--- config.mk ---
export PLATFORM = sky130hd
export DESIGN_NAME = mipsCore
export DESIGN_NICKNAME = d
export VERILOG_FILES = /design/src/source/mipsPkg.sv /design/src/source/regFile.sv /design/src/source/fetchStage.sv /design/src/source/decodeStage.sv /design/src/source/executeStage.sv /design/src/source/memoryStage.sv /design/src/source/mipsCore.sv
export VERILOG_INCLUDE_DIRS = /design/src /design/src/include
export SDC_FILE = /design/constraint.sdc
export NUM_CORES = 2
export LEC_CHECK = 0
export BUFFER_PORTS_ARGS = -buffer_cell sky130_fd_sc_hd__buf_2
export CAP_MARGIN = 10
export CORE_MARGIN = 5
export CORE_UTILIZATION = 50
export DETAILED_ROUTE_END_ITERATION = 12
export GPL_ROUTABILITY_DRIVEN = 0
export PLACE_DENSITY = 0.79
export SETUP_SLACK_MARGIN = 0.3
export SYNTH_ARGS = -nofsm -noshare
export SYNTH_HDL_FRONTEND = slang
export SYNTH_SLANG_ARGS = --single-unit
--- constraint.sdc ---
create_clock -name CLK -period 6.8 [get_ports CLK]
set_input_delay 1.36 -clock CLK [delete_from_list [all_inputs] [get_ports CLK]]
set_output_delay 1.36 -clock CLK [all_outputs]
set_load 0.005 [all_outputs]
--- src/include/mipsCore_macros.svh ---
// ####################
// mipsCore macros: widths, reset PC and
// opcode/funct encodings of the supported instructions
// ####################
`ifndef MIPS_CORE_MACROS_SVH
`define MIPS_CORE_MACROS_SVH

`define MIPS_DATA_W    32            // word width
`define MIPS_ADDR_W    32            // byte address width
`define MIPS_REG_W     5             // register number width
`define MIPS_BE_W      4             // byte enables per word
`define MIPS_REG_N     32            // general purpose registers
`define MIPS_RESET_PC  32'h0000_0000 // first fetch address

`define MIPS_OP_SPECIAL 6'h00 // register-register group, op in funct
`define MIPS_OP_J       6'h02
`define MIPS_OP_BEQ     6'h04
`define MIPS_OP_BNE     6'h05
`define MIPS_OP_ADDIU   6'h09
`define MIPS_OP_SLTI    6'h0a
`define MIPS_OP_ANDI    6'h0c
`define MIPS_OP_ORI     6'h0d
`define MIPS_OP_XORI    6'h0e
`define MIPS_OP_LUI     6'h0f
`define MIPS_OP_LW      6'h23
`define MIPS_OP_SW      6'h2b

`define MIPS_FN_ADDU    6'h21
`define MIPS_FN_SUBU    6'h23
`define MIPS_FN_AND     6'h24
`define MIPS_FN_OR      6'h25
`define MIPS_FN_XOR     6'h26
`define MIPS_FN_NOR     6'h27
`define MIPS_FN_SLT     6'h2a
`define MIPS_FN_SLTU    6'h2b

`endif

--- src/source/mipsPkg.sv ---
// ####################
// mipsPkg: shared vector types and the
// decoded operation enum of the pipeline
// ####################
`include "mipsCore_macros.svh"

package mipsPkg;

    typedef logic [`MIPS_DATA_W-1:0] wordT;   // data word
    typedef logic [`MIPS_ADDR_W-1:0] addrT;   // byte address
    typedef logic [`MIPS_REG_W-1:0]  regNumT; // register number
    typedef logic [`MIPS_BE_W-1:0]   byteEnT; // per-byte write enables

    // opNop must stay zero, an all-zero bubble decodes as nop
    typedef enum logic [4:0] {
        opNop   = 5'd0,
        opAddu,             // register-register group
        opSubu,
        opAnd,
        opOr,
        opXor,
        opNor,
        opSlt,
        opSltu,
        opAddiu,            // immediate group
        opAndi,
        opOri,
        opXori,
        opSlti,
        opLui,
        opLw,               // memory
        opSw,
        opBeq,              // control, resolved in decode
        opBne,
        opJ
    } opnT;

endpackage

--- src/source/regFile.sv ---
// ####################
// regFile: 32x32 register file, two combinational
// reads with write-through, one write port
// ####################
`include "mipsCore_macros.svh"

module regFile (
    input  logic           CLK,
    input  mipsPkg::regNumT rdNum0,
    input  mipsPkg::regNumT rdNum1,
    output mipsPkg::wordT   rdData0,
    output mipsPkg::wordT   rdData1,
    input  mipsPkg::regNumT wrNum,
    input  mipsPkg::wordT   wrData,
    input  logic           wrEn
);
    import mipsPkg::*;

    wordT regs [`MIPS_REG_N]; // r0 slot exists but is never read

    // r0 reads zero, same-cycle write is bypassed to the reader
    assign rdData0 = (rdNum0 == '0) ? '0 :
                     (wrEn && wrNum == rdNum0) ? wrData : regs[rdNum0];
    assign rdData1 = (rdNum1 == '0) ? '0 :
                     (wrEn && wrNum == rdNum1) ? wrData : regs[rdNum1];

    always_ff @(posedge CLK) begin
        if (wrEn) begin
            regs[wrNum] <= wrData; // writes to r0 are harmless, never read back
        end
    end

    // once memory stage leaves reset its destination is defined, the stall-driven
    // enable must be defined by then as well
    aWrEnKnown: assert property (@(posedge CLK) !$isunknown(wrNum) |-> !$isunknown(wrEn));

endmodule

--- src/source/fetchStage.sv ---
// ####################
// fetchStage: program counter and the
// fetch/decode pipeline register
// ####################
`include "mipsCore_macros.svh"

module fetchStage (
    input  logic          CLK,
    input  logic          RST_X,
    input  logic          stall,        // external freeze
    input  logic          branchStall,  // decode waits on a branch source
    input  logic          branchTaken,
    input  mipsPkg::addrT branchTarget,
    output mipsPkg::addrT iAddr,
    input  mipsPkg::wordT iData,
    output mipsPkg::addrT ifIdNpc,
    output mipsPkg::wordT ifIdInstr
);
    import mipsPkg::*;

    addrT pc;
    addrT pcPlus4;
    logic hold;

    assign pcPlus4 = pc + 32'd4;
    assign hold    = stall || branchStall;
    assign iAddr   = pc; // imem answers in the same cycle

    always_ff @(posedge CLK) begin
        if (!RST_X) begin
            pc        <= `MIPS_RESET_PC;
            ifIdNpc   <= '0;
            ifIdInstr <= '0;  // zero word decodes as nop
        end else if (!hold) begin
            pc        <= branchTaken ? branchTarget : pcPlus4; // redirect after delay slot
            ifIdNpc   <= pcPlus4;
            ifIdInstr <= iData;
        end
    end

    aPcAligned: assert property (@(posedge CLK) disable iff (!RST_X) pc[1:0] == 2'b00);

endmodule

--- src/source/decodeStage.sv ---
// ####################
// decodeStage: decoder, branch/jump resolution,
// branch stall and the decode/execute register
// ####################
`include "mipsCore_macros.svh"

module decodeStage (
    input  logic            CLK,
    input  logic            RST_X,
    input  logic            stall,
    input  mipsPkg::addrT   ifIdNpc,
    input  mipsPkg::wordT   ifIdInstr,
    input  mipsPkg::wordT   rdData0,       // R[rs]
    input  mipsPkg::wordT   rdData1,       // R[rt]
    input  mipsPkg::regNumT exDst,         // dst held in decode/execute
    input  mipsPkg::regNumT maDst,         // dst held in execute/memory
    output mipsPkg::regNumT rdNum0,
    output mipsPkg::regNumT rdNum1,
    output logic            branchStall,
    output logic            branchTaken,
    output mipsPkg::addrT   branchTarget,
    output mipsPkg::opnT    idExOpn,
    output mipsPkg::wordT   idExSrcA,
    output mipsPkg::wordT   idExSrcB,
    output mipsPkg::regNumT idExNumA,
    output mipsPkg::regNumT idExNumB,
    output mipsPkg::regNumT idExDst,
    output logic [15:0]     idExImm,
    output logic            idExLoad,
    output logic            idExStore
);
    import mipsPkg::*;

    logic [5:0]  opCode;
    logic [5:0]  funct;
    regNumT      rs;
    regNumT      rt;
    regNumT      rd;
    logic [15:0] imm;
    opnT         opn;
    regNumT      dst;
    logic        isBranch;   // beq/bne only, j needs no operands
    logic        srcEq;
    addrT        brTarget;
    addrT        jTarget;

    assign opCode = ifIdInstr[31:26];
    assign rs     = ifIdInstr[25:21];
    assign rt     = ifIdInstr[20:16];
    assign rd     = ifIdInstr[15:11];
    assign imm    = ifIdInstr[15:0];
    assign funct  = ifIdInstr[5:0];
    assign rdNum0 = rs;
    assign rdNum1 = rt;

    always_comb begin
        opn = opNop; // unknown encodings fall through as nop
        case (opCode)
            `MIPS_OP_SPECIAL: begin
                case (funct)
                    `MIPS_FN_ADDU: opn = opAddu;
                    `MIPS_FN_SUBU: opn = opSubu;
                    `MIPS_FN_AND:  opn = opAnd;
                    `MIPS_FN_OR:   opn = opOr;
                    `MIPS_FN_XOR:  opn = opXor;
                    `MIPS_FN_NOR:  opn = opNor;
                    `MIPS_FN_SLT:  opn = opSlt;
                    `MIPS_FN_SLTU: opn = opSltu;
                    default:       opn = opNop;
                endcase
            end
            `MIPS_OP_ADDIU: opn = opAddiu;
            `MIPS_OP_ANDI:  opn = opAndi;
            `MIPS_OP_ORI:   opn = opOri;
            `MIPS_OP_XORI:  opn = opXori;
            `MIPS_OP_SLTI:  opn = opSlti;
            `MIPS_OP_LUI:   opn = opLui;
            `MIPS_OP_LW:    opn = opLw;
            `MIPS_OP_SW:    opn = opSw;
            `MIPS_OP_BEQ:   opn = opBeq;
            `MIPS_OP_BNE:   opn = opBne;
            `MIPS_OP_J:     opn = opJ;
            default:        opn = opNop;
        endcase
    end

    // rd for reg-reg ops, rt for immediates and loads, none otherwise
    assign dst = (opn inside {opAddu, opSubu, opAnd, opOr, opXor, opNor, opSlt, opSltu}) ? rd :
                 (opn inside {opAddiu, opAndi, opOri, opXori, opSlti, opLui, opLw}) ? rt : '0;

    assign isBranch = (opn == opBeq) || (opn == opBne);
    assign srcEq    = (rdData0 == rdData1);
    assign brTarget = ifIdNpc + {{14{imm[15]}}, imm, 2'b00};        // npc + sext(off)*4
    assign jTarget  = {ifIdNpc[31:28], ifIdInstr[25:0], 2'b00};     // region of the delay slot

    assign branchTaken  = (opn == opJ) || (opn == opBeq && srcEq) || (opn == opBne && !srcEq);
    assign branchTarget = (opn == opJ) ? jTarget : brTarget;

    // operand still being computed further down, wait for it to reach the regfile
    assign branchStall = isBranch &&
                         ((rs != '0 && (rs == exDst || rs == maDst)) ||
                          (rt != '0 && (rt == exDst || rt == maDst)));

    always_ff @(posedge CLK) begin
        if (!RST_X || (branchStall && !stall)) begin // reset state doubles as bubble
            idExOpn   <= opNop;
            idExSrcA  <= '0;
            idExSrcB  <= '0;
            idExNumA  <= '0;
            idExNumB  <= '0;
            idExDst   <= '0;
            idExImm   <= '0;
            idExLoad  <= 1'b0;
            idExStore <= 1'b0;
        end else if (!stall) begin
            idExOpn   <= opn;
            idExSrcA  <= rdData0;
            idExSrcB  <= rdData1;
            idExNumA  <= rs;       // kept for forwarding compare
            idExNumB  <= rt;
            idExDst   <= dst;
            idExImm   <= imm;
            idExLoad  <= (opn == opLw);
            idExStore <= (opn == opSw);
        end
    end

endmodule

--- src/source/executeStage.sv ---
// ####################
// executeStage: operand forwarding, ALU, address
// generation, data port and execute/memory register
// ####################
module executeStage (
    input  logic            CLK,
    input  logic            RST_X,
    input  logic            stall,
    input  mipsPkg::opnT    idExOpn,
    input  mipsPkg::wordT   idExSrcA,
    input  mipsPkg::wordT   idExSrcB,
    input  mipsPkg::regNumT idExNumA,
    input  mipsPkg::regNumT idExNumB,
    input  mipsPkg::regNumT idExDst,
    input  logic [15:0]     idExImm,
    input  logic            idExLoad,
    input  logic            idExStore,
    input  mipsPkg::wordT   maRslt,     // first forwarding level
    input  mipsPkg::regNumT maDst,
    input  mipsPkg::wordT   wbRslt,     // second forwarding level
    input  mipsPkg::regNumT wbDst,
    output mipsPkg::regNumT exDst,
    output mipsPkg::addrT   dAddr,
    output mipsPkg::wordT   dWdata,
    output mipsPkg::byteEnT dWe,
    output logic            dOe,
    output mipsPkg::wordT   exMaRslt,
    output mipsPkg::regNumT exMaDst,
    output logic            exMaLoad
);
    import mipsPkg::*;

    wordT opA;
    wordT opB;
    wordT immSext;
    wordT immZext;
    addrT memAddr;
    wordT aluRslt;

    // youngest producer wins and r0 is never forwarded
    function automatic wordT fwdSel(input regNumT num, input wordT readVal,
                                    input regNumT dst1, input wordT val1,
                                    input regNumT dst2, input wordT val2);
        if (num != '0 && num == dst1) begin
            return val1;
        end
        if (num != '0 && num == dst2) begin
            return val2;
        end
        return readVal;
    endfunction

    assign opA     = fwdSel(idExNumA, idExSrcA, maDst, maRslt, wbDst, wbRslt);
    assign opB     = fwdSel(idExNumB, idExSrcB, maDst, maRslt, wbDst, wbRslt);
    assign immSext = {{16{idExImm[15]}}, idExImm};
    assign immZext = {16'h0000, idExImm};        // logical immediates
    assign memAddr = (opA + immSext) & 32'hffff_fffc; // word aligned

    always_comb begin
        case (idExOpn)
            opAddu:  aluRslt = opA + opB;
            opSubu:  aluRslt = opA - opB;
            opAnd:   aluRslt = opA & opB;
            opOr:    aluRslt = opA | opB;
            opXor:   aluRslt = opA ^ opB;
            opNor:   aluRslt = ~(opA | opB);
            opSlt:   aluRslt = {31'd0, $signed(opA) < $signed(opB)};
            opSltu:  aluRslt = {31'd0, opA < opB};
            opAddiu: aluRslt = opA + immSext;
            opAndi:  aluRslt = opA & immZext;
            opOri:   aluRslt = opA | immZext;
            opXori:  aluRslt = opA ^ immZext;
            opSlti:  aluRslt = {31'd0, $signed(opA) < $signed(immSext)};
            opLui:   aluRslt = {idExImm, 16'h0000};
            opLw:    aluRslt = memAddr;  // replaced by load data in memory stage
            opSw:    aluRslt = memAddr;
            default: aluRslt = '0;       // nop, branches, bubbles
        endcase
    end

    assign exDst  = idExDst;                              // branch stall compare in decode
    assign dAddr  = memAddr;
    assign dWdata = opB;                                  // store data is forwarded rt
    assign dWe    = (idExStore && !stall) ? '1 : '0;      // word stores only
    assign dOe    = idExLoad && !stall;

    always_ff @(posedge CLK) begin
        if (!RST_X) begin
            exMaRslt <= '0;
            exMaDst  <= '0;
            exMaLoad <= 1'b0;
        end else if (!stall) begin
            exMaRslt <= aluRslt;
            exMaDst  <= idExDst;
            exMaLoad <= idExLoad;
        end
    end

    // data port never reads and writes in the same cycle
    aPortExcl: assert property (@(posedge CLK) disable iff (!RST_X) !((|dWe) && dOe));

endmodule

--- src/source/memoryStage.sv ---
// ####################
// memoryStage: load select, register write
// port and the memory/writeback register
// ####################
module memoryStage (
    input  logic            CLK,
    input  logic            RST_X,
    input  logic            stall,
    input  mipsPkg::wordT   exMaRslt,
    input  mipsPkg::regNumT exMaDst,
    input  logic            exMaLoad,
    input  mipsPkg::wordT   dRdata,   // sync read, valid one cycle after dOe
    output mipsPkg::regNumT wrNum,
    output mipsPkg::wordT   wrData,
    output logic            wrEn,
    output mipsPkg::wordT   wbRslt,
    output mipsPkg::regNumT wbDst
);

    assign wrNum  = exMaDst;                          // bubbles carry r0
    assign wrData = exMaLoad ? dRdata : exMaRslt;
    assign wrEn   = !stall;                           // no write while frozen

    always_ff @(posedge CLK) begin
        if (!RST_X) begin
            wbRslt <= '0;
            wbDst  <= '0;
        end else if (!stall) begin
            wbRslt <= wrData;  // second forwarding level, includes load data
            wbDst  <= exMaDst;
        end
    end

endmodule

--- src/source/mipsCore.sv ---
// ####################
// mipsCore: five-stage MIPS pipeline with
// separate instruction and data ports
// ####################
module mipsCore (
    input  logic            CLK,
    input  logic            RST_X,
    input  logic            stall,   // level, freezes every stage
    output mipsPkg::addrT   iAddr,
    input  mipsPkg::wordT   iData,   // combinational imem
    output mipsPkg::addrT   dAddr,
    output mipsPkg::wordT   dWdata,
    input  mipsPkg::wordT   dRdata,  // synchronous dmem
    output mipsPkg::byteEnT dWe,
    output logic            dOe
);
    import mipsPkg::*;

    addrT   ifIdNpc;
    wordT   ifIdInstr;
    logic   branchStall;
    logic   branchTaken;
    addrT   branchTarget;
    regNumT rdNum0;
    regNumT rdNum1;
    wordT   rdData0;
    wordT   rdData1;
    opnT    idExOpn;
    wordT   idExSrcA;
    wordT   idExSrcB;
    regNumT idExNumA;
    regNumT idExNumB;
    regNumT idExDst;
    logic [15:0] idExImm;
    logic   idExLoad;
    logic   idExStore;
    regNumT exDst;
    wordT   exMaRslt;
    regNumT exMaDst;
    logic   exMaLoad;
    regNumT wrNum;
    wordT   wrData;
    logic   wrEn;
    wordT   wbRslt;
    regNumT wbDst;

    fetchStage fetch0 (
        .CLK, .RST_X, .stall, .branchStall, .branchTaken, .branchTarget,
        .iAddr, .iData, .ifIdNpc, .ifIdInstr
    );

    decodeStage decode0 (
        .CLK, .RST_X, .stall, .ifIdNpc, .ifIdInstr, .rdData0, .rdData1,
        .exDst, .maDst(exMaDst), .rdNum0, .rdNum1, .branchStall, .branchTaken,
        .branchTarget, .idExOpn, .idExSrcA, .idExSrcB, .idExNumA, .idExNumB,
        .idExDst, .idExImm, .idExLoad, .idExStore
    );

    executeStage exec0 (
        .CLK, .RST_X, .stall, .idExOpn, .idExSrcA, .idExSrcB, .idExNumA,
        .idExNumB, .idExDst, .idExImm, .idExLoad, .idExStore,
        .maRslt(exMaRslt), .maDst(exMaDst), .wbRslt, .wbDst, .exDst,
        .dAddr, .dWdata, .dWe, .dOe, .exMaRslt, .exMaDst, .exMaLoad
    );

    memoryStage mem0 (
        .CLK, .RST_X, .stall, .exMaRslt, .exMaDst, .exMaLoad, .dRdata,
        .wrNum, .wrData, .wrEn, .wbRslt, .wbDst
    );

    regFile regs0 (
        .CLK, .rdNum0, .rdNum1, .rdData0, .rdData1, .wrNum, .wrData, .wrEn
    );

endmodule

==> results.txt <==
----------------------------------------------------
[Synth]
  #FFs+latches synth ... 1,307
  Share of synthesized flip-flops with an asynchronous set or reset ... 0%
  Synthesized instance count ... 5,601
  Mean area per synthesized cell ... 12.77 sq um
  Synth warnings ... 0
  Mapped cell area ... 0.07154 sq mm
  Largest area contributor in the synthesized netlist ... sky130_fd_sc_hd__edfxtp_1
  Sequential fraction of the synthesis area ... 50.90%
  Count leader, synth ... sky130_fd_sc_hd__edfxtp_1
  Distinct cells, synth ... 104
  Area share of the leading cell type in the synthesized netlist ... 42.98%
  Number of enable-type register cells in the synthesized netlist ... 1,024
  Main flop type after synthesis ... sky130_fd_sc_hd__edfxtp_1
  Commonest cells in the synthesized netlist ... sky130_fd_sc_hd__edfxtp_1, sky130_fd_sc_hd__nor2_1, sky130_fd_sc_hd__mux4_2, sky130_fd_sc_hd__nand2_1, sky130_fd_sc_hd__a21oi_1
  Top cells by area in the synthesized netlist ... sky130_fd_sc_hd__edfxtp_1, sky130_fd_sc_hd__mux4_2, sky130_fd_sc_hd__dfxtp_1, sky130_fd_sc_hd__mux2i_1, sky130_fd_sc_hd__ha_1

[Worst hold path]
  Tightest Hold Check Type ... reg -> reg
  Worst min-delay path startpoint ... decode0.idExSrcA[23]$_SDFFE_PP0N_

[Routing]
  Routed WL ... 252.6 mm
  First-pass iteration count of the detailed router ... 8
  Vias per cell ... 7.241
  DR iter-0 viols ... 10,550
  Number of vias after detailed routing ... 56,420
  Residual DRC ... 0
  Drt wl/cell ... 32.42 microns
  DRT antenna net count ... 0

[Global route]
  GRT Residual Overflow ... 0
  First-pass GRT wire length ... 362.3 mm
  GRT Total Usage ... 32.14%
  Via count of the first global-routing pass ... 54,130
  Pin count of the biggest net entering global routing ... 155
  Initial antenna violation count ... 9

[Worst setup path]
  Reg-to-Reg Start ... decode0.idExNumA[2]$_SDFFE_PP0N_
  Startpoint type of the worst setup path ... flip-flop
  Critical path fanouts, max ... 5
  WS Path Type ... reg -> out
  Worst Path Required ... 5.44 ns
  Crit end category ... primary output
  Worst setup startpoint ... decode0.idExNumA[2]$_SDFFE_PP0N_
  Data arrival at the endpoint of the critical path ... 5.32 ns

[Placement]
  Setup slack after placement ... 0.07744 ns
  Input/output buffers ... 165
  Placed wire-length estimate after detailed placement ... 161.1 mm

[Job]
  Total of max-cap violations ... 0

[Floorplan]
  Effective utilization at floorplan ... 50.40%
  Placement row count ... 138
  Chip Height ... 388.3 microns
  Die area ... 0.1507 sq mm
  Core area ... 0.1419 sq mm
  Number of primary I/O pins ... 168
  DIE WIDTH ... 388.3 microns

[STA]
  Slew at the pin closest to its max-slew limit ... 1.435 ns
  Setup_tns ... 0 ns
  Maximum clock rate ... 0.1497 GHz
  Clock tree skew after final layout ... 0.04154 ns
  Setup repair after global routing missed its margin ... true
  Fin crit period ... 6.679 ns
  Post-route clock period utilization ... 98.22%
  Setup violation total in the final timing report ... 0
  Number of hold violations in the final report ... 0
  Final worst slack ... 0.1207 ns
  Worst rel slew slack ... 3.292%
  Total count of max-transition violations in the final report ... 0

[Power and ir drop]
  Power density normalized to cell area ... 248.3 mW/mm^2
  Leakage power ... 27.97 nW
  Overall power after layout ... 0.01991 W
  Worst ir drop on vdd ... 0.2291 mV

[Clock network]
  Clk Latency, worst-skew pair ... 0.80 ns
  Buffer cell driving the clock tree root ... sky130_fd_sc_hd__clkbuf_16
  Clock-pin transition on the worst setup and hold timing paths ... 0.06 ns
  CTS tree ... done
  Num Clock Sinks ... 1,307
  Count of H-tree levels built during CTS ... 4
  Number of buffers created by CTS ... 135
  Maximum buffer depth of the clock tree ... 3

[Layout]
  Utilization after layout ... 56.49%
  Number of filler instances in the final layout ... 10,770
  Share of post-route cells with drive strength above 1 ... 22.06%
  Number of nets in the layout ... 6,093
  Flip-flop and latch area ... 0.03645 sq mm
  Area growth from synthesis to layout ... 12.08%
  Combined area of the multi-input logic cells ... 0.03319 sq mm

[Outcome]
  Status ... completed

----------------------------------------------------
[per-stage QoR]
stage | std cells | hold slack, ns | instance area, sq um
after floorplan | 5602 | 0.4403 | 71550
after global placement | 7496 | 0.4557 | 75050
after detailed placement | 7496 | 0.4593 | 75050
after CTS | 7768 | 0.4658 | 79810
after global routing | 7783 | 0.4825 | 80150
final | 7792 | 0.4683 | 80180
[layer usage]
layer | part of all wire, % | GRT usage [%] | vias to the layer above | routed length [microns]
li1 | - | - | 22270 | -
met1 | 32 | 38.39 | 27040 | 79920
met5 | 0.055 | 0.4466 | - | 138
met4 | 9.1 | 22.88 | 10 | 22940
met3 | 16 | 11.49 | 1443 | 39680
met2 | 44 | 48.42 | 5654 | 109900
[logic make-up (layout without fill, tap and decap cells)]
family | count (synthesis) | in the layout | share of synthesized area [%]
AND/OR/NAND/NOR | 1300 | 1300 | 8.002
XOR/XNOR | 151 | 151 | 1.849
flip-flops | 1307 | 1307 | 50.90
other | 1 | 11 | 0.005242
buffers and inverters | 560 | 851 | 3.731
multiplexers | 799 | 799 | 19.60
AO/OA/AOI/OAI | 1251 | 1251 | 11.81
adder cells (fa/ha/maj) | 232 | 232 | 4.096
[final cells by class]
class	count	area share (%)
sequential	1307	45.46
multi-input combinational	3735	41.40
clock buffer	166	4.479
timing repair buffer	454	4.090
tap	1890	2.949
clock inverter	69	0.8333
inverter	162	0.7615
antenna	9	0.02809
[final timing paths]
| path | to | slack (ns) | cells after the start |
|---|---|---|---|
| setup / recovery | dAddr[25] | 0.12 | 19 |
| hold / removal | decode0.idExSrcA[23]$_SDFFE_PP0N_ | 0.47 | 2 |
| setup reg to reg | exec0.exMaRslt[29]$_SDFFE_PN0N_ | 0.48 | 33 |
| hold reg to reg | decode0.idExSrcA[23]$_SDFFE_PP0N_ | 0.47 | 2 |
[worst max-delay path, cell delays in order (launching register included)]
cell	delay [ns]
sky130_fd_sc_hd__dfxtp_4	0.34
sky130_fd_sc_hd__or4_4	0.54
sky130_fd_sc_hd__nor2_4	0.14
sky130_fd_sc_hd__nor4_4	0.07
sky130_fd_sc_hd__buf_6	0.15
sky130_fd_sc_hd__buf_4	0.16
sky130_fd_sc_hd__mux2i_1	0.13
sky130_fd_sc_hd__o21ai_0	0.52
sky130_fd_sc_hd__ha_1	0.41
sky130_fd_sc_hd__a211o_1	0.33
sky130_fd_sc_hd__o311ai_1	0.29
sky130_fd_sc_hd__buf_4	0.20
sky130_fd_sc_hd__o31ai_4	0.07
sky130_fd_sc_hd__a21oi_2	0.19
sky130_fd_sc_hd__o21bai_2	0.08
sky130_fd_sc_hd__a221o_1	0.37
sky130_fd_sc_hd__a21boi_2	0.17
sky130_fd_sc_hd__xnor2_1	0.15
sky130_fd_sc_hd__inv_1	0.08
sky130_fd_sc_hd__buf_2	0.13
[flip-flops by register name (all words and copies together), names as in the netlist, named ones only]
| name | flops |
|---|---|
| regs0.regs | 1024 |
| decode0.idExOpn | 5 |
| fetch0.iAddr | 32 |
| mem0.wbDst | 5 |
| exec0.exMaRslt | 32 |
| decode0.idExNumB | 5 |
| mem0.wbRslt | 32 |
| fetch0.ifIdNpc | 32 |
| decode0.idExImm | 16 |
| decode0.idExLoad | 1 |
| decode0.idExStore | 1 |
| decode0.idExDst | 5 |
| decode0.idExNumA | 5 |
| fetch0.ifIdInstr | 32 |
| decode0.idExSrcA | 32 |
| decode0.idExSrcB | 32 |
| exec0.exMaDst | 5 |
| exec0.exMaLoad | 1 |
[cells in the final DEF, fill, tap and decap left out, types with 40 or more instances in the layout]
cell type,synthesis,final
sky130_fd_sc_hd__xnor2_1,104,100
sky130_fd_sc_hd__buf_4,33,261
sky130_fd_sc_hd__edfxtp_1,1024,1024
sky130_fd_sc_hd__nor2b_1,46,43
sky130_fd_sc_hd__nor3_1,76,71
sky130_fd_sc_hd__mux2i_1,290,289
sky130_fd_sc_hd__a21oi_1,293,287
sky130_fd_sc_hd__xor2_1,47,47
sky130_fd_sc_hd__a211oi_1,61,59
sky130_fd_sc_hd__dfxtp_1,283,270
sky130_fd_sc_hd__inv_1,156,152
sky130_fd_sc_hd__nand2_1,363,361
sky130_fd_sc_hd__a221oi_1,92,91
sky130_fd_sc_hd__o22ai_1,75,75
sky130_fd_sc_hd__a22oi_1,109,109
sky130_fd_sc_hd__o211ai_1,40,40
sky130_fd_sc_hd__clkbuf_16,0,137
sky130_fd_sc_hd__o21ai_0,219,202
sky130_fd_sc_hd__ha_1,227,222
sky130_fd_sc_hd__mux4_2,468,468
sky130_fd_sc_hd__o21a_1,53,53
sky130_fd_sc_hd__nand2b_1,42,42
sky130_fd_sc_hd__nand3_1,80,76
sky130_fd_sc_hd__buf_2,55,164
sky130_fd_sc_hd__nor2_1,545,507
[where the power goes]
part	internal [W]	switching (W)	leakage, nW	total [W]
Sequential	0.00865	0.000179	11.4	0.00883
Combinational	0.00140	0.00233	14.5	0.00372
Clock	0.00414	0.00321	2.07	0.00736
Total	0.0142	0.00572	28.0	0.0199
[repair_timing]
| item | in CTS | in global routing |
|---|---|---|
| gates resized for setup | 62 | 49 |
| pin swaps | 29 | 33 |
| hold buffers | 0 | 0 |
| setup endpoints to repair | 17 | 28 |
| endpoints found under the hold margin | 0 | 0 |
| setup buffers | 37 | 15 |
(Power assumes the default switching activity.)
